## src/verilog/ExecTypes.sv

```systemverilog
// Execute stage types
// Word width, opcodes, operand source and branch encodings, and the
// operation, result and memory request records shared by the stage.

`default_nettype none

package ExecTypes;

    localparam int Xlen = 32;

    typedef logic [Xlen-1:0] word_t;

    typedef enum logic [4:0] {
        ExecOpcode_Add,
        ExecOpcode_Sub,
        ExecOpcode_Sll,
        ExecOpcode_Slt,
        ExecOpcode_Sltu,
        ExecOpcode_Xor,
        ExecOpcode_Srl,
        ExecOpcode_Sra,
        ExecOpcode_Or,
        ExecOpcode_And,
        ExecOpcode_Mul,
        ExecOpcode_Mulhu,
        ExecOpcode_Divu,
        ExecOpcode_Remu,
        ExecOpcode_Load,
        ExecOpcode_Store,
        ExecOpcode_Branch,
        ExecOpcode_Jal
    } ExecOpcode;

    typedef enum logic [1:0] {
        AluSrc1Type_Zero,
        AluSrc1Type_Pc,
        AluSrc1Type_Reg
    } AluSrc1Type;

    typedef enum logic [1:0] {
        AluSrc2Type_Zero,
        AluSrc2Type_Imm,
        AluSrc2Type_Reg
    } AluSrc2Type;

    typedef enum logic [2:0] {
        BranchType_Equal,
        BranchType_NotEqual,
        BranchType_LessThan,
        BranchType_GreaterEqual,
        BranchType_UnsignedLessThan,
        BranchType_UnsignedGreaterEqual
    } BranchType;

    typedef struct packed {
        logic       valid;
        ExecOpcode  opcode;
        AluSrc1Type aluSrc1;
        AluSrc2Type aluSrc2;
        BranchType  branchType;
        word_t      pc;
        word_t      imm;
        word_t      src1Value;
        word_t      src2Value;
        logic [4:0] dstReg;
    } ExecOp;

    typedef struct packed {
        logic       valid;
        word_t      pc;
        logic [4:0] dstReg;
        word_t      result;
        logic       branchTaken;
        word_t      nextPc;
    } ExecResult;

    typedef struct packed {
        logic  enable;
        logic  isStore;
        word_t addr;
        word_t storeValue;
    } MemRequest;

endpackage

`default_nettype wire
```

## src/verilog/LoadStoreUnit.sv

```systemverilog
// Load/store unit
// Wishbone classic master doing one word read or write per request.
// done pulses in the cycle after ack, with the read data registered.

`timescale 1ns/1ns
`default_nettype none

module LoadStoreUnit (
    input  logic                 clk,
    input  logic                 reset,
    input  ExecTypes::MemRequest request,
    output logic                 done,
    output ExecTypes::word_t     loadValue,
    output logic                 cyc,
    output logic                 stb,
    output logic                 we,
    output ExecTypes::word_t     adr,
    output ExecTypes::word_t     datW,
    input  ExecTypes::word_t     datR,
    input  logic                 ack
);
    typedef enum logic [1:0] {Idle, Access, Finish} LsuState;

    LsuState state;

    always_comb begin
        cyc = (state == Access);
        stb = (state == Access);
        done = (state == Finish);
    end

    always_ff @(posedge clk) begin
        if (reset) begin
            state <= Idle;
        end else begin
            case (state)
                Idle: begin
                    if (request.enable) begin
                        state <= Access;
                    end
                end
                Access: begin
                    if (ack) begin
                        state <= Finish;
                    end
                end
                default: state <= Idle;
            endcase
        end
    end

    // bus payload latched at start, read data at ack
    always_ff @(posedge clk) begin
        if (state == Idle && request.enable) begin
            we <= request.isStore;
            adr <= request.addr;
            datW <= request.storeValue;
        end
        if (state == Access && ack) begin
            loadValue <= datR;
        end
    end

    // slave acks only inside a bus cycle
    ackInsideCycle: assert property (@(posedge clk) disable iff (reset)
        ack |-> (cyc && stb));

endmodule

`default_nettype wire

```

## config.mk

```make
export PLATFORM = sky130hd
export DESIGN_NAME = LoadStoreUnit
export DESIGN_NICKNAME = d
export VERILOG_FILES = /design/src/verilog/ExecTypes.sv /design/src/verilog/LoadStoreUnit.sv
export SDC_FILE = /design/constraint.sdc
export NUM_CORES = 1
export LEC_CHECK = 0
export BUFFER_PORTS_ARGS = -buffer_cell sky130_fd_sc_hd__buf_2
export CAP_MARGIN = 40
export CORE_MARGIN = 1.5
export CORE_UTILIZATION = 44
export DETAILED_ROUTE_END_ITERATION = 7
export MAX_ROUTING_LAYER = met4
export PLACE_DENSITY_LB_ADDON = 0.08
export SLEW_MARGIN = 20
export SYNTH_ARGS = -nofsm -noshare
export SYNTH_HDL_FRONTEND = slang
export SYNTH_SLANG_ARGS = --single-unit
```

## constraint.sdc

```tcl
create_clock -name clk -period 7.5 [get_ports clk]
set_input_delay 0.75 -clock clk [delete_from_list [all_inputs] [get_ports clk]]
set_output_delay 0.75 -clock clk [all_outputs]
set_load 0.03 [all_outputs]
```

Word level (Yosys, flattened, before mapping)
Index checks and enable logic that the tools add are counted.
{"block": "classes", "eq_ne": 4, "mux": 3, "reduce_logical": 4}
{"op": "$mux 2", "n": 2}
{"op": "$pmux 2 s2", "n": 1}
{"op": "$eq 2x1->1 const B", "n": 1}
{"op": "$eq 2x2->1 const B", "n": 1}
{"op": "$logic_and 1x1->1", "n": 2}
{"op": "$logic_not 2->1", "n": 1}
{"op": "$ne 2x1->1 const B", "n": 1}
{"op": "$ne 2x2->1 const B", "n": 1}
{"op": "$reduce_and 2->1", "n": 1}
{"block": "totals", "ff_bits": 99, "output_inout_bits": 100, "elab_cells": 16}

Depth between registers and ports, before layout
Gate-level depths: netlist (run 1).
{"block": "depth", "word_depth": 3, "depth_mapped": 2, "mapped_depth_nobuf": 2}

Worst setup path before layout (run 1)
No wires, ideal clock.
{"block": "synth_timing", "path_kind": "input to register", "from": "input request[65] (netlist bit)", "to": "register adr[0] (enable)", "setup_ns": 0.489, "t_arrival_ns": 3.536, "required_ns": 7.011, "slack_ns": 3.475, "stages": 2, "path_cell_list": "nand2b_4 -> nor2_1"}
{"block": "synth_via", "elab_chain_len": 1}
{"item": "from (decl)", "line": "LoadStoreUnit.sv:11", "rtl": "input ExecTypes::MemRequest request,"}
{"item": "$logic_and 1x1->1", "line": "LoadStoreUnit.sv:54", "rtl": "if (state == Idle && request.enable) begin"}
{"item": "to (signal assigned)", "line": "LoadStoreUnit.sv:56", "rtl": "adr <= request.addr;"}
{"item": "to (decl)", "line": "LoadStoreUnit.sv:17", "rtl": "output ExecTypes::word_t adr,"}
Every way passes these cells.
A chain may end at the register's enable or synchronous reset.

Worst setup path in the final report (run 1)
{"block": "layout_timing", "from": "register state[0]", "to": "output stb"}
{"block": "layout_via", "elab_chain_len": 1}
{"item": "from (decl)", "line": "LoadStoreUnit.sv:24", "rtl": "LsuState state;"}
{"item": "from (signal assigned)", "line": "LoadStoreUnit.sv:34", "rtl": "state <= Idle;"}
{"item": "from (signal assigned)", "line": "LoadStoreUnit.sv:39", "rtl": "state <= Access;"}
{"item": "from (signal assigned)", "line": "LoadStoreUnit.sv:44", "rtl": "state <= Finish;"}
{"item": "$eq 2x1->1", "line": "LoadStoreUnit.sv:28", "rtl": "stb = (state == Access);"}
{"item": "to (decl)", "line": "LoadStoreUnit.sv:15", "rtl": "output logic stb,"}
Every way passes these cells.

==> impl_metrics.yaml, run 1 <==
status:
  status: "finished, final reports clean"
routing:
  wl_per_cell_um: 14.1
  vias: 1795
  drc: 0
  drt_iter0_drc: 98
  routed_wl_um: 5690
  drt-pass1-iter-count: 4
  drt-vias-per-instance: 4.43
  ant_nets: 0
yosys:
  ys_top_cells_by_area: "edfxtp_1 96%, dfxtp_1 1.3%, nand2b_4 0.45%"
  synthCells: 108
  yosys_warnings: 0
  ys_seq_area_share_pct: 97.6
  avgSynthCellArea_um2: 28.0
  synth_edf_count: 97
  yosysMostFrequentCell: "edfxtp_1"
  ys_types: 10
  ys_ff_latch: 99
  synth_nets: 209
  yosysTopAreaCell: "edfxtp_1"
  netlist_area_um2: 3030
  yosysTopAreaCellShare_pct: 96.2
  yosys-top-cells-count: "97 x edfxtp_1, 2 x dfxtp_1, 2 x nor2b_1"
  synth-async-reset-ratio_pct: 0
  synthFlopType: "edfxtp_1"
sta:
  finalCritPeriodShare_pct: 24.8
  setup_viol: 0
  max_slew_margin_pct: 47.9
  drv_slew: 0
  rsz0062_at_grt: "false"
  hold_viol: 0
  final.setup.tns_ns: 0
  layout_min_cycle_time_ns: 1.86
  worst_pin_slew_ns: 0.781
  clock_skew_ns: 0.00676
  hold_slack_ns: 0.521
  fmax_mhz: 537
placed_design:
  routabilityCongestion: 0.729
  io_buffers: 200
  place_area_um2: 4140
global_route:
  grt_pass1_wl_um: 7780
  grt_start_max_net_pins: 66
  antenna_found_initial: 0
  grt_usage_pct: 15.4
  first_global_vias: 1686
  grt_overflow: 0
worst_setup_path:
  critPathLaunchType: "flip-flop"
  end_kind: "primary output"
  reg2reg_depth: 3
  crit_type: "flip-flop to primary output"
  critPathArrivalTime_ns: 1.11
  crit_fanout: 5
  worstPathRequired_ns: 6.75
finish:
  antenna-diode-count: 0
  fin_area_um2: 4380
  drive_above_1_share_pct: 67.1
  synthToLayoutAreaGrowth_pct: 44.6
  fin_nets: 421
  final_util_pct: 65.1
  fill_cells: 508
cts:
  htree_levels: 3
  numCtsBuffers: 9
  cts_tree: "done"
  cts-resized-gates: 0
  clock_sinks: 99
  cts.reportedPaths.clkPinSlew_ns: 0.08
  clockRootBuffer: "clkbuf_8"
  clkLatencyLatePin_ns: 0.34
  clk_path_buf_depth: 2
  cts_setup_buffers: 0
  hold_buffers: 0
run:
  maxCapViolCount: 0
die:
  initial_core_util_pct: 45.0
  die-width_um: 85.9
  rows: 30
  io_pins: 201
  die_h_um: 85.9
  core-area_um2: 6720
  dieArea_um2: 7390
pwr:
  vdd_drop_max_mv: 0.170
  power_leakage_nw: 1.87
  power.density_nw_per_um2: 266
min_path:
  min_path_type: "flip-flop to flip-flop"
  hold_depth: 2
-- path summary, 6_finish.rpt --
check / start / to / slack (ns)
min: state[0] / state[0] / 0.52
max: state[0] / stb / 5.64
min reg2reg: state[0] / state[0] / 0.52
max reg2reg: state[0] / datW[4] / 5.92
-- critical path, stage by stage, from the launching register on --
cell and delay, ns:
dfxtp_1 0.38, nor2b_1 0.18, buf_2 0.22
-- sequential cells by signal (all words and copies together) (netlist names) --
name       count
we             1
state          2
datW          32
adr           32
loadValue     32
-- layout by cell type, fill, tap and decap left out, drive strengths merged --
master / n
buf: 202
edfxtp: 97
clkbuf: 11
bufinv: 3
nor2b: 3
dfxtp: 2
nand2b: 2
nor2: 1
and3b: 1
a211oi: 1
clkinvlp: 1
clkinv: 1
-- metrics by stage --
step	std cells	total power, mW	setup WS, ns
finish	405	1.16	5.64
floorplan	108	0.741	3.47
global placement	389	0.793	5.50
CTS	405	1.17	5.60
global route	405	1.21	5.51
detailed placement	389	0.794	5.49
-- power breakdown --
group          switching (mW)  internal, mW
combinational          0.0903        0.0394
sequential            0.00639         0.644
clock                   0.164         0.221
-- per-layer routing --
metal  GRT usage (%)  routed length, um  up-vias
met5               -                  0        -
met1            17.2               2090      802
li1                -                  -      852
met4            10.4                233        0
met3            5.97                575       19
met2            22.8               2800      122
-- layout make-up --
cell class | instances | area (um^2) | share of cell area [%]
flip-flops and latches | 99 | 2950 | 67.5
clock buffers | 11 | 131 | 3.00
repair buffers | 202 | 1020 | 23.2
multi-input cells | 8 | 73.8 | 1.69
clock inverters | 5 | 101 | 2.32
well taps | 80 | 100 | 2.29
-- cells by family after synthesis --
| family | count (synthesis) | share of synthesized area [%] |
|---|---|---|
| AOI/OAI and AO/OA | 1 | 0.248 |
| DFF | 99 | 97.6 |
| and+or+nand+nor | 7 | 1.94 |
| buffers and inverters | 1 | 0.248 |
(Power assumes the default switching activity.)
==> run 2: changes to the inputs <==
--- a/config.mk
+++ b/config.mk
@@ -5,10 +5,11 @@
 export SDC_FILE = /design/constraint.sdc
 export NUM_CORES = 1
 export LEC_CHECK = 0
+export ABC_AREA = 1
 export BUFFER_PORTS_ARGS = -buffer_cell sky130_fd_sc_hd__buf_2
 export CAP_MARGIN = 40
 export CORE_MARGIN = 1.5
-export CORE_UTILIZATION = 44
+export CORE_UTILIZATION = 37
 export DETAILED_ROUTE_END_ITERATION = 7
 export MAX_ROUTING_LAYER = met4
 export PLACE_DENSITY_LB_ADDON = 0.08
==> constraint.sdc (replaced) <==
create_clock -name clk -period 1.5 [get_ports clk]
set_input_delay 0.15 -clock clk [delete_from_list [all_inputs] [get_ports clk]]
set_output_delay 0.15 -clock clk [all_outputs]
set_load 0.03 [all_outputs]
==> run 2 against run 1 <==
Effect of this change: first-iteration DRC count down 29%; sequential cell count did not move; area after synthesis fell by 0.12%; cell count rose by 31%; critical path type unchanged; critical endpoint is now cyc; largest power group unchanged.
==> impl_metrics.yaml, run 2 <==
cts:
  cts_tree: "done"
  hold_buffers: 98
  cts.reportedPaths.clkPinSlew_ns: 0.09
  clock_sinks: 99
  htree_levels: 3
  clk_path_buf_depth: 2
  cts-resized-gates: 0
  clkLatencyLatePin_ns: 0.34
  numCtsBuffers: 9
  clockRootBuffer: "clkbuf_8"
  cts_setup_buffers: 0
die:
  initial_core_util_pct: 38.7
  dieArea_um2: 8720
  io_pins: 201
  die_h_um: 93.4
  die-width_um: 93.4
  core-area_um2: 7810
  rows: 32
finish:
  antenna-diode-count: 0
  final_util_pct: 69.2
  mostFrequentLayoutCells: "200 x buf_2, 98 x dlygate4sd3_1, 97 x edfxtp_1"
  fin_area_um2: 5400
  layout_commonest_cell: "buf_2"
  fin_nets: 524
  drive_above_1_share_pct: 52.6
  top_regs: "adr x32, datW x32, loadValue x32"
  synthToLayoutAreaGrowth_pct: 78.7
sta:
  max_slew_margin_pct: 83.3
  drv_slew: 0
  clock_skew_ns: 0.00785
  finalCritPeriodShare_pct: 88.4
  layout_min_cycle_time_ns: 1.33
  fmax_mhz: 754
  layout_setup_ws_ns: 0.173
  hold_viol: 0
  setup_viol: 0
  worst_pin_slew_ns: 0.250
  rsz0062_at_grt: "false"
yosys:
  netlist_area_um2: 3020
  ys_types: 11
  ys_seq_area_share_pct: 97.7
  ys_top_cells_by_area: "edfxtp_1 96%, dfxtp_1 1.3%, inv_1 0.50%"
  yosysTopAreaCellShare_pct: 96.4
  synth_nets: 213
  yosysTopAreaCell: "edfxtp_1"
  yosysMostFrequentCell: "edfxtp_1"
  yosys_warnings: 0
  avgSynthCellArea_um2: 27.0
  synthCells: 112
  ys_ff_latch: 99
  yosys-top-cells-count: "97 x edfxtp_1, 4 x inv_1, 2 x dfxtp_1, 2 x nor2_1"
  synth_edf_count: 97
  synthFlopType: "edfxtp_1"
  synth-async-reset-ratio_pct: 0
routing:
  drt-pass1-iter-count: 4
  vias: 2234
  wl_per_cell_um: 14.6
  drt-vias-per-instance: 4.22
  drt_iter0_drc: 70
  drc: 0
  ant_nets: 0
  routed_wl_um: 7750
pwr:
  vdd_drop_max_mv: 0.485
  power_leakage_nw: 2.29
  power.density_nw_per_um2: 1100
  p_total_mw: 5.95
worst_setup_path:
  critPathArrivalTime_ns: 1.18
  crit_fanout: 3
  crit_type: "flip-flop to primary output"
  worstPathRequired_ns: 1.35
  end_kind: "primary output"
  critPathLaunchType: "flip-flop"
status:
  status: "finished, final reports clean"
placed_design:
  pre_cts_ws_ns: 0.248
  io_buffers: 200
  routabilityCongestion: 0.725
  place_area_um2: 4200
  dp_hpwl_um: 4680
global_route:
  first_global_vias: 2362
  grt_pass1_wl_um: 11200
  grt_start_max_net_pins: 48
  grt_overflow: 0
  grt_usage_pct: 18.2
  antenna_found_initial: 0
run:
  maxCapViolCount: 0
min_path:
  min_path_type: "input pin to flip-flop"
## run 2: changes by cell type after synthesis, sizes merged
| cell | delta |
|---|---|
| inv | +4 |
| nor2b | -3 |
| nand2 | +2 |
| nand2b | -2 |
| nor2 | +2 |
| a211oi | -1 |
| a21oi | +1 |
| and3b | -1 |
| nand3 | +1 |
| nor3 | +1 |
## run 2: path summary, 6_finish.rpt
path / startpoint / slack [ns] / cells past startpoint / to
setup / recovery: state[1] / 0.17 / 4 / cyc
hold reg to reg: state[0] / 0.52 / 2 / state[0]
hold / removal: request[65] / 0.10 / 3 / state[0]
setup reg to reg: state[1] / 0.24 / 4 / datW[28]
## run 2: worst max-delay path, stage by stage (launching register included)
cell     delay (ns)
dfxtp_1        0.35
inv_1          0.07
nand2_1        0.17
inv_1          0.07
buf_2          0.18
## run 2: layout make-up
type | count | area [um^2]
Sequential cell | 99 | 2950
Fill cell | 568 | 2410
Timing Repair Buffer | 301 | 2030
Clock buffer | 10 | 128
Tap cell | 102 | 128
Clock inverter | 6 | 88.8
Multi-Input combinational cell | 8 | 55.1
Inverter | 4 | 18.8
## run 2: per-stage QoR
stage,std cells,hold slack [ns],TNS (ns)
after CTS,530,0.0791,0
after detailed placement,416,0.328,0
after global placement,416,0.327,0
after global routing,530,0.0848,0
after floorplan,112,0.205,-17.87
final,530,0.103,0
## run 2: cells by family (layout without fill, tap and decap cells)
logic type	Yosys count	count (layout)	share of synthesized area, %
flops	99	99	97.7
buf+inv	5	321	0.745
compound gates	1	1	0.290
simple gates	7	7	1.28
## run 2: where the power goes
part	leakage [nW]	total (mW)	switching (mW)	internal, mW
Clock	0.103	1.81	0.871	0.944
Sequential	0.932	3.25	0.0357	3.22
Combinational	1.25	0.883	0.509	0.374
Total	2.29	5.95	1.42	4.54
## run 2: layer usage
layer | global-route usage, % | wire length, um | share of wire [%] | up-vias
met5 | - | 0 | 0 | -
met4 | 8.08 | 89 | 1.1 | 0
met3 | 3.74 | 532 | 6.9 | 10
met2 | 32.0 | 4170 | 54 | 131
met1 | 19.8 | 2960 | 38 | 1035
li1 | - | - | - | 1058
