===== config.mk =====
export PLATFORM = sky130hd
export DESIGN_NAME = ExecuteStage
export DESIGN_NICKNAME = d
export VERILOG_FILES = /design/src/verilog/ExecTypes.sv /design/src/verilog/ExecuteStage.sv /design/src/verilog/MulDivUnit.sv /design/src/verilog/IntAlu.sv
export SDC_FILE = /design/constraint.sdc
export NUM_CORES = 2
export LEC_CHECK = 0
export ABC_AREA = 1
export BUFFER_PORTS_ARGS = -buffer_cell sky130_fd_sc_hd__buf_2
export CORE_MARGIN = 8
export CORE_UTILIZATION = 60
export DETAILED_ROUTE_END_ITERATION = 8
export PLACE_DENSITY = 0.79
export REMOVE_ABC_BUFFERS = 1
export SYNTH_ARGS = -nofsm -noshare
export SYNTH_HDL_FRONTEND = slang
export SYNTH_SLANG_ARGS = --single-unit

===== constraint.sdc =====
create_clock -name clk -period 14.7 [get_ports clk]
set_input_delay 4.41 -clock clk [delete_from_list [all_inputs] [get_ports clk]]
set_output_delay 4.41 -clock clk [all_outputs]
set_load 0.01 [all_outputs]

===== src/verilog/ExecTypes.sv =====
// Execute stage types
// Word width, opcodes, operand source and branch encodings, and the
// operation, result and memory request records shared by the stage.

`default_nettype none

package ExecTypes;

    localparam int Xlen = 32;

    typedef logic [Xlen-1:0] word_t;

    typedef enum logic [4:0] {
        ExecOpcode_Add,
        ExecOpcode_Sub,
        ExecOpcode_Sll,
        ExecOpcode_Slt,
        ExecOpcode_Sltu,
        ExecOpcode_Xor,
        ExecOpcode_Srl,
        ExecOpcode_Sra,
        ExecOpcode_Or,
        ExecOpcode_And,
        ExecOpcode_Mul,
        ExecOpcode_Mulhu,
        ExecOpcode_Divu,
        ExecOpcode_Remu,
        ExecOpcode_Load,
        ExecOpcode_Store,
        ExecOpcode_Branch,
        ExecOpcode_Jal
    } ExecOpcode;

    typedef enum logic [1:0] {
        AluSrc1Type_Zero,
        AluSrc1Type_Pc,
        AluSrc1Type_Reg
    } AluSrc1Type;

    typedef enum logic [1:0] {
        AluSrc2Type_Zero,
        AluSrc2Type_Imm,
        AluSrc2Type_Reg
    } AluSrc2Type;

    typedef enum logic [2:0] {
        BranchType_Equal,
        BranchType_NotEqual,
        BranchType_LessThan,
        BranchType_GreaterEqual,
        BranchType_UnsignedLessThan,
        BranchType_UnsignedGreaterEqual
    } BranchType;

    typedef struct packed {
        logic       valid;
        ExecOpcode  opcode;
        AluSrc1Type aluSrc1;
        AluSrc2Type aluSrc2;
        BranchType  branchType;
        word_t      pc;
        word_t      imm;
        word_t      src1Value;
        word_t      src2Value;
        logic [4:0] dstReg;
    } ExecOp;

    typedef struct packed {
        logic       valid;
        word_t      pc;
        logic [4:0] dstReg;
        word_t      result;
        logic       branchTaken;
        word_t      nextPc;
    } ExecResult;

    typedef struct packed {
        logic  enable;
        logic  isStore;
        word_t addr;
        word_t storeValue;
    } MemRequest;

endpackage

`default_nettype wire

===== src/verilog/ExecuteStage.sv =====
// Integer execute stage
// Picks ALU operands, dispatches to the ALU, the multiply/divide unit or
// the load/store unit, stalls the source until a multi-cycle unit is done
// and registers one result record per completed operation.

`timescale 1ns/1ns
`default_nettype none

module ExecuteStage #(
    parameter int DivCycles = 32
) (
    input  logic                 clk,
    input  logic                 reset,
    input  ExecTypes::ExecOp     op,
    output logic                 stall,
    output ExecTypes::ExecResult result,
    output ExecTypes::MemRequest memRequest,
    input  logic                 memDone,
    input  ExecTypes::word_t     memLoadValue
);
    ExecTypes::word_t aluSrc1;
    ExecTypes::word_t aluSrc2;
    ExecTypes::word_t aluResult;
    logic             branchTaken;
    logic             isMulDiv;
    logic             isMem;
    logic             mulDivEnable;
    logic             mulDivDone;
    ExecTypes::word_t mulDivResult;
    logic             done;
    ExecTypes::word_t seqPc;
    ExecTypes::word_t finalValue;
    ExecTypes::word_t nextPc;

    always_comb begin
        case (op.aluSrc1)
            ExecTypes::AluSrc1Type_Pc:  aluSrc1 = op.pc;
            ExecTypes::AluSrc1Type_Reg: aluSrc1 = op.src1Value;
            default:                    aluSrc1 = '0;
        endcase
        case (op.aluSrc2)
            ExecTypes::AluSrc2Type_Imm: aluSrc2 = op.imm;
            ExecTypes::AluSrc2Type_Reg: aluSrc2 = op.src2Value;
            default:                    aluSrc2 = '0;
        endcase
    end

    IntAlu intAlu_i (
        .opcode(op.opcode),
        .branchType(op.branchType),
        .src1(aluSrc1),
        .src2(aluSrc2),
        .cmp1(op.src1Value),
        .cmp2(op.src2Value),
        .result(aluResult),
        .branchTaken(branchTaken)
    );

    MulDivUnit #(
        .DivCycles(DivCycles)
    ) mulDivUnit_i (
        .clk(clk),
        .reset(reset),
        .enable(mulDivEnable),
        .opcode(op.opcode),
        .src1(op.src1Value),
        .src2(op.src2Value),
        .done(mulDivDone),
        .result(mulDivResult)
    );

    // unit dispatch and stall
    always_comb begin
        isMulDiv = op.opcode inside {ExecTypes::ExecOpcode_Mul, ExecTypes::ExecOpcode_Mulhu,
                                     ExecTypes::ExecOpcode_Divu, ExecTypes::ExecOpcode_Remu};
        isMem = op.opcode inside {ExecTypes::ExecOpcode_Load, ExecTypes::ExecOpcode_Store};
        mulDivEnable = op.valid && isMulDiv;

        memRequest.enable = op.valid && isMem;
        memRequest.isStore = (op.opcode == ExecTypes::ExecOpcode_Store);
        memRequest.addr = aluResult;
        memRequest.storeValue = op.src2Value;

        if (isMulDiv) begin
            done = mulDivDone;
        end else if (isMem) begin
            done = memDone;
        end else begin
            done = 1'b1;
        end
        stall = op.valid && !done;
    end

    always_comb begin
        seqPc = op.pc + ExecTypes::word_t'(4);
        finalValue = aluResult;
        nextPc = seqPc;
        case (op.opcode)
            ExecTypes::ExecOpcode_Mul,
            ExecTypes::ExecOpcode_Mulhu,
            ExecTypes::ExecOpcode_Divu,
            ExecTypes::ExecOpcode_Remu:  finalValue = mulDivResult;
            ExecTypes::ExecOpcode_Load:  finalValue = memLoadValue;
            ExecTypes::ExecOpcode_Jal: begin
                finalValue = seqPc;
                nextPc = aluResult;
            end
            ExecTypes::ExecOpcode_Branch: begin
                if (branchTaken) begin
                    nextPc = aluResult;
                end
            end
            default: ;
        endcase
    end

    always_ff @(posedge clk) begin
        if (reset) begin
            result.valid <= 1'b0;
        end else begin
            result.valid <= op.valid && !stall;
            if (op.valid && !stall) begin
                result.pc <= op.pc;
                result.dstReg <= op.dstReg;
                result.result <= finalValue;
                result.branchTaken <= branchTaken;
                result.nextPc <= nextPc;
            end
        end
    end

    // source holds its op while stalled
    opHeldUnderStall: assert property (@(posedge clk) disable iff (reset)
        stall |=> $stable(op));

endmodule

`default_nettype wire


===== src/verilog/MulDivUnit.sv =====
// Multiply / divide unit
// Unsigned multiply through a two-stage registered product, and unsigned
// divide/remainder by a restoring shift-subtract loop. done pulses for one
// cycle when the result is ready.

`timescale 1ns/1ns
`default_nettype none

module MulDivUnit #(
    parameter int DivCycles = 32
) (
    input  logic                 clk,
    input  logic                 reset,
    input  logic                 enable,
    input  ExecTypes::ExecOpcode opcode,
    input  ExecTypes::word_t     src1,
    input  ExecTypes::word_t     src2,
    output logic                 done,
    output ExecTypes::word_t     result
);
    localparam int Xlen = ExecTypes::Xlen;
    localparam int CountBits = $clog2(DivCycles + 1);

    typedef enum logic [1:0] {Idle, Multiply, Divide} MulDivState;
    typedef logic [2*Xlen-1:0] product_t;

    MulDivState           state;
    logic [CountBits-1:0] count;
    ExecTypes::ExecOpcode busyOpcode;
    ExecTypes::word_t     opA;
    ExecTypes::word_t     opB;
    product_t             product;
    ExecTypes::word_t     quotient;
    ExecTypes::word_t     remainder;
    logic [Xlen:0]        shifted;
    logic [Xlen:0]        trial;
    logic                 isMultiply;

    assign isMultiply = opcode inside {ExecTypes::ExecOpcode_Mul, ExecTypes::ExecOpcode_Mulhu};

    // trial subtract, borrow in the top bit means keep the shifted remainder
    always_comb begin
        shifted = {remainder, quotient[Xlen-1]};
        trial = shifted - {1'b0, opB};
    end

    always_comb begin
        done = ((state == Multiply) && (count == CountBits'(1))) ||
               ((state == Divide) && (count == CountBits'(DivCycles)));
        case (busyOpcode)
            ExecTypes::ExecOpcode_Mul:   result = product[Xlen-1:0];
            ExecTypes::ExecOpcode_Mulhu: result = product[2*Xlen-1:Xlen];
            ExecTypes::ExecOpcode_Divu:  result = quotient;
            ExecTypes::ExecOpcode_Remu:  result = remainder;
            default:                     result = '0;
        endcase
    end

    always_ff @(posedge clk) begin
        if (reset) begin
            state <= Idle;
            count <= '0;
        end else begin
            case (state)
                Idle: begin
                    count <= '0;
                    if (enable) begin
                        state <= isMultiply ? Multiply : Divide;
                    end
                end
                default: begin
                    if (done) begin
                        state <= Idle;
                    end else begin
                        count <= count + 1'b1;
                    end
                end
            endcase
        end
    end

    always_ff @(posedge clk) begin
        if (state == Idle && enable) begin
            busyOpcode <= opcode;
            opA <= src1;
            opB <= src2;
            quotient <= src1;
            remainder <= '0;
        end else if (state == Multiply && count == '0) begin
            product <= product_t'(opA) * product_t'(opB);
        end else if (state == Divide && count < CountBits'(Xlen)) begin
            quotient <= {quotient[Xlen-2:0], ~trial[Xlen]};
            remainder <= trial[Xlen] ? shifted[Xlen-1:0] : trial[Xlen-1:0];
        end
    end

    // the stage holds its op while busy
    busyHoldsOpcode: assert property (@(posedge clk) disable iff (reset)
        (state != Idle && enable) |-> (opcode == busyOpcode));

endmodule

`default_nettype wire


===== src/verilog/IntAlu.sv =====
// Integer ALU
// Single-cycle arithmetic, logic, shift and compare operations, plus the
// address/target add for memory and control ops. The branch comparator
// works on the raw register values, independent of the ALU operands.

`timescale 1ns/1ns
`default_nettype none

module IntAlu (
    input  ExecTypes::ExecOpcode opcode,
    input  ExecTypes::BranchType branchType,
    input  ExecTypes::word_t     src1,
    input  ExecTypes::word_t     src2,
    input  ExecTypes::word_t     cmp1,
    input  ExecTypes::word_t     cmp2,
    output ExecTypes::word_t     result,
    output logic                 branchTaken
);
    localparam int ShiftBits = $clog2(ExecTypes::Xlen);

    logic [ShiftBits-1:0] shamt;
    logic                 compare;

    assign shamt = src2[ShiftBits-1:0];

    always_comb begin
        case (opcode)
            ExecTypes::ExecOpcode_Sub:  result = src1 - src2;
            ExecTypes::ExecOpcode_Sll:  result = src1 << shamt;
            ExecTypes::ExecOpcode_Slt:  result = ExecTypes::word_t'($signed(src1) < $signed(src2));
            ExecTypes::ExecOpcode_Sltu: result = ExecTypes::word_t'(src1 < src2);
            ExecTypes::ExecOpcode_Xor:  result = src1 ^ src2;
            ExecTypes::ExecOpcode_Srl:  result = src1 >> shamt;
            ExecTypes::ExecOpcode_Sra:  result = $unsigned($signed(src1) >>> shamt);
            ExecTypes::ExecOpcode_Or:   result = src1 | src2;
            ExecTypes::ExecOpcode_And:  result = src1 & src2;
            // add, plus load/store address and branch/jump target
            default:                    result = src1 + src2;
        endcase
    end

    always_comb begin
        case (branchType)
            ExecTypes::BranchType_Equal:                compare = cmp1 == cmp2;
            ExecTypes::BranchType_NotEqual:             compare = cmp1 != cmp2;
            ExecTypes::BranchType_LessThan:             compare = $signed(cmp1) < $signed(cmp2);
            ExecTypes::BranchType_GreaterEqual:         compare = $signed(cmp1) >= $signed(cmp2);
            ExecTypes::BranchType_UnsignedLessThan:     compare = cmp1 < cmp2;
            ExecTypes::BranchType_UnsignedGreaterEqual: compare = cmp1 >= cmp2;
            default:                                    compare = 1'b0;
        endcase
        branchTaken = (opcode == ExecTypes::ExecOpcode_Branch) && compare;
    end

endmodule

`default_nettype wire


Yosys cells after proc, flatten, opt, wreduce, memory -nomap -nowiden
Index checks and enable logic that the tools add are counted.
{ "word_totals": {"out_inout_bits": 170, "regBits": 308, "in_bits": 181, "wordCells": 121} }
{ "classes": {"bitwise": 7, "n_mul": 1, "magnitude_cmp": 7, "n_eq_ne": 38, "addsub": 5, "n_mux": 18, "reduce_logical": 28, "shift": 3} }
{ "op_table": {"columns": ["operator", "count"], "rows": [
  ["$pmux 32 s9", 1],
  ["$pmux 32 s2", 3],
  ["$mux 32", 5],
  ["$lt 32x32->1", 4],
  ["$pmux 32 s4", 1],
  ["$pmux 32 s3", 1],
  ["$ge 32x32->1", 2],
  ["$mul 32x32->64", 1],
  ["$eq 5x4->1 const B", 12],
  ["$sub 33x32->33", 1],
  ["$add 32x3->32 const B", 1],
  ["$add 32x32->32", 1],
  ["$and 32x32->32", 1],
  ["$eq 32x32->1", 1],
  ["$ne 32x32->1", 1],
  ["$or 32x32->32", 1],
  ["$shl 32x5->32", 1],
  ["$shr 32x5->32", 1],
  ["$sshr 32x5->32", 1],
  ["$sub 32x32->32", 1],
  ["$xor 32x32->32", 1],
  ["$eq 5x3->1 const B", 4],
  ["$eq 5x2->1 const B", 2],
  ["$eq 5x5->1 const B", 2],
  ["26 further kinds", 57]
]} }

Longest topological paths before layout
{ "depth": {"word_depth": 9, "ltp_mapped": 34, "depth_no_buf": 32} }

Cells and area by module
Synthesis repeated with hierarchy kept, for this count alone.
{ "hier_totals": {"hier_cells": 8921, "area_unflattened_um2": 63166.8} }
{ "by_module_without_submodules": {"columns": ["mod", "seq_area_each_um2", "area_per_inst_um2", "n_inst", "cells_per_inst"], "rows": [
  ["MulDivUnit", 5755.5, 46334.4, 1, 6036],
  ["IntAlu", 0.0, 10362.4, 1, 2040],
  ["ExecuteStage", 3083.0, 6470.0, 1, 845]
]} }

Worst setup path after synthesis
No wires, ideal clock.
{ "synth_timing": {"path_type": "input -> register", "startpoint": "input port op[143] (netlist bit)", "endpoint": "register result[0] (netlist bit), enable pin", "setup_time_ns": 0.688, "arrival_ns": 11.886, "path_stages": 7, "t_required_ns": 14.012, "n_path_buf": 0, "setup_slack_ns": 2.126, "cell_sequence": "inv_1 -> nor2_1 -> nand2_1 -> o21ai_2 -> inv_2 -> o22ai_1 -> nor3_1"} }
{ "synth_between": {"elab_chain_cells": 9, "elab_cells_between_ends": 15, "classes_between": "6 x eq/ne; 2 x mux; 7 x reduce/logical"} }
{ "synth_rtl": {"columns": ["item", "line_no", "source"], "rows": [
  ["start, declared", "ExecuteStage.sv:14", "input ExecTypes::ExecOp op,"],
  ["$eq 5x4->1", "ExecuteStage.sv:76", "isMem = op.opcode inside {ExecTypes::ExecOpcode_Load, ExecTypes::ExecOpcode_Store};"],
  ["$reduce_bool 2->1", "ExecuteStage.sv:76", null],
  ["$mux 1", "ExecuteStage.sv:86", "end else if (isMem) begin"],
  ["$mux 1 (*)", "ExecuteStage.sv:84", "if (isMulDiv) begin"],
  ["$logic_not 1->1 (*)", "ExecuteStage.sv:91", "stall = op.valid && !done;"],
  ["$logic_and 1x1->1 (*)", "ExecuteStage.sv:91", null],
  ["$logic_not 1->1 (*)", "ExecuteStage.sv:122", "if (op.valid && !stall) begin"],
  ["$logic_and 1x1->1 (*)", "ExecuteStage.sv:122", null],
  ["$reduce_and 2->1 (no source line) (*)", null, null],
  ["end, declared", "ExecuteStage.sv:16", "output ExecTypes::ExecResult result,"]
]} }
Every way passes the cells marked *; elsewhere a longest branch is shown, timed or not.
A chain may end at the register's enable or synchronous reset.

==> metrics <==
Root Buffer clkbuf_16; CTS tree yes; CP Max Fanout 23; Slowest-stage cell, CP ha_1; Power per Cell Area 249 nW/um2; Clock Path Buffers 3; initial core utilization 0.605; RSZ-0062 raised after global routing false; final non-filler cell total 9933; crit end category output port; worst hold path class register to register; Yosys cell types 58; Syn Inst Count 8416; Final nets 10000; CP Class input pin to output port; initial antenna violation count 28; status finished, violations left; DRT Pass-1 Iters 9; final hold viol count 0; met2 GRT Util 0.690; die area 113000 um2; largest net degree at the start of global routing 103; FP Rows 117; P&R area growth vs syn 6.45%; clk_lat worst skew 680 ps; GR Util All Layers 0.490; drt drc 10; GR Util met3 0.195; design area 65400 um2; post-synth top area cell fa_1; vias 62300; Min Hold Slack 476 ps; CP required 10290 ps; Max VDD drop 0.921 mV; Finish-stage setup viols 0; Antenna Nets Post-Route 0; min cycle time layout 13470 ps; wire per inst 28.5 um; count of fill cells added during filler insertion 8641; number of global-route vias before repair 62300; share of layout cells above drive strength 1 0.0741; Netlist Area Pre-Place 61400 um2; I/O pin total 351; Synth async-reset ratio 0; crit path cell chain buf_2 -> inv_1 -> ha_1 -> inv_1 -> o21ai_1 -> nand2_2 -> ha_1 -> clkinv_1 -> a21oi_1 -> o31ai_1 -> nand4_1 -> nand2_1 -> nand3b_1 -> o211ai_1 -> nand2_1 -> nand3_1 -> nand2_1 -> inv_1 -> buf_2; syn_area_per_cell 7.30 um2; Post-synth EDFFs 267; post-synthesis sequential area ratio 0.144; H-tree depth 2; CTS buffer count 42; met1 GRT Util 0.582; Yosys top cell area share 0.293; failing checks DRC, capacitance limit, slew limit; core footprint 102000 um2; Detailed Route Iter0 Violations 9467; top-count cell post-synth nand2_1; Worst Skew 68.0 ps; largest cells by area after synthesis fa_1 (29%), nand2_1 (15%), edfxtp_1 (13%); Critical Path AT 9060 ps; actual slew at the worst max-slew pin 1570 ps; Via density 6.28; RD Place Congestion 1.11; Post-DP Area 63900 um2; biggest cell delay along the critical path 620 ps; I/O Buffers 350; global routing's busiest layer met2; Slew HR -0.0549; Die Span X 336 um; DIE HEIGHT 336 um; synthesis-stage register bit count 308; grt ovf 0; fmax 74.3 MHz; synth warn 0; Startpoint Class input pin; cts hold-fix bufs 0; global-route wire length before repair 405000 um; Leakage 36.8 nW; final core occ 0.644; Clock transition at path regs 60 ps; Placed Cells 9831; HPWL after detailed placement 224000 um; clock sinks 308; most frequent cells after synthesis nand2_1 (2469), inv_1 (1936), fa_1 (899); Final Cycle Share 0.916; Slew Limit Fails 3; final WL 283000 um; ys flop type edfxtp_1; Setup Fix Bufs, Post-CTS 0; CTS-repair resized insts 0; max cap viols 1
## flip-flops by register name (all words and copies together), names as in the netlist
| register | flops |
|---|---|
| mulDivUnit_i.busyOpcode | 5 |
| mulDivUnit_i.product | 64 |
| mulDivUnit_i.opA | 32 |
| mulDivUnit_i.quotient | 32 |
| mulDivUnit_i.count | 6 |
| result | 103 |
| mulDivUnit_i.opB | 32 |
| mulDivUnit_i.state | 2 |
| mulDivUnit_i.remainder | 32 |
## cell type report
class | count | area (um2) | share of cell area
inverters | 1963 | 7370 | 0.113
repair buffers | 471 | 2670 | 0.0409
multi-input cells | 5722 | 43300 | 0.663
diodes | 25 | 62.6 | 0.000957
well taps | 1368 | 1710 | 0.0262
clock inverters | 29 | 320 | 0.00490
clock buffers | 47 | 1080 | 0.0165
flip-flops and latches | 308 | 8840 | 0.135
## metal layers
metal | up-vias | part of all wire
met5 | - | 0.00040
met4 | 16 | 0.11
met3 | 1766 | 0.16
met2 | 5725 | 0.40
met1 | 29200 | 0.33
li1 | 25600 | -
## per-stage QoR
step	setup WS [ps]	TNS, ps	power [mW]
6_report	1230	0	16.3
2_1_floorplan	-1490	-51210	9.36
3_3_place_gp	1400	0	14.1
4_1_cts	1450	0	15.5
3_5_place_dp	1460	0	14.3
5_1_grt	1160	0	17.1
## report_power, final
part / switching [mW] / internal [mW]
combinational: 9.55 / 3.99
sequential: 0.0768 / 1.53
clock: 0.508 / 0.594
total: 10.1 / 6.12
## layout by cell type, fill, tap and decap left out, types with 21 or more instances in the layout
master,count
ha_1,432
inv_1,1935
clkbuf_16,42
nand3_1,453
nor2_1,350
xor2_1,76
diode_2,25
fa_1,899
o21ai_1,21
nor3_1,60
buf_2,350
inv_2,26
a21o_1,24
o211ai_1,23
a21oi_1,298
xnor2_1,43
nand2_1,2468
dfxtp_1,41
o21ai_0,221
nand4_1,61
a221oi_1,47
buf_4,119
nand3b_1,21
edfxtp_1,267
o22ai_1,22
## critical path, delay by kind of cell
family / cells / cell delay [ps]
AO/OA/AOI/OAI: 4 / 950
AND/OR/NAND/NOR: 7 / 1450
adder cells (fa/ha/maj): 2 / 800
buffers and inverters: 6 / 1380
## cell families after synthesis
group | Yosys count | synth area share
compound gates | 774 | 0.0739
buf+inv | 2386 | 0.152
flops | 308 | 0.144
fa+ha+maj | 1331 | 0.381
xor+xnor | 119 | 0.0170
simple gates | 3498 | 0.233
## worst paths after layout
check / endpoint / from / depth (start not counted) / slack, ps
setup / recovery: memRequest[59] / op[136] / 19 / 1230
hold / removal: mulDivUnit_i.remainder[26] / mulDivUnit_i.remainder[26] / 2 / 480
setup reg to reg: mulDivUnit_i.product[36] / mulDivUnit_i.opA[23] / 24 / 5730
hold reg to reg: mulDivUnit_i.remainder[26] / mulDivUnit_i.remainder[26] / 2 / 480
Note: power is estimated with default switching activity, not from simulation.
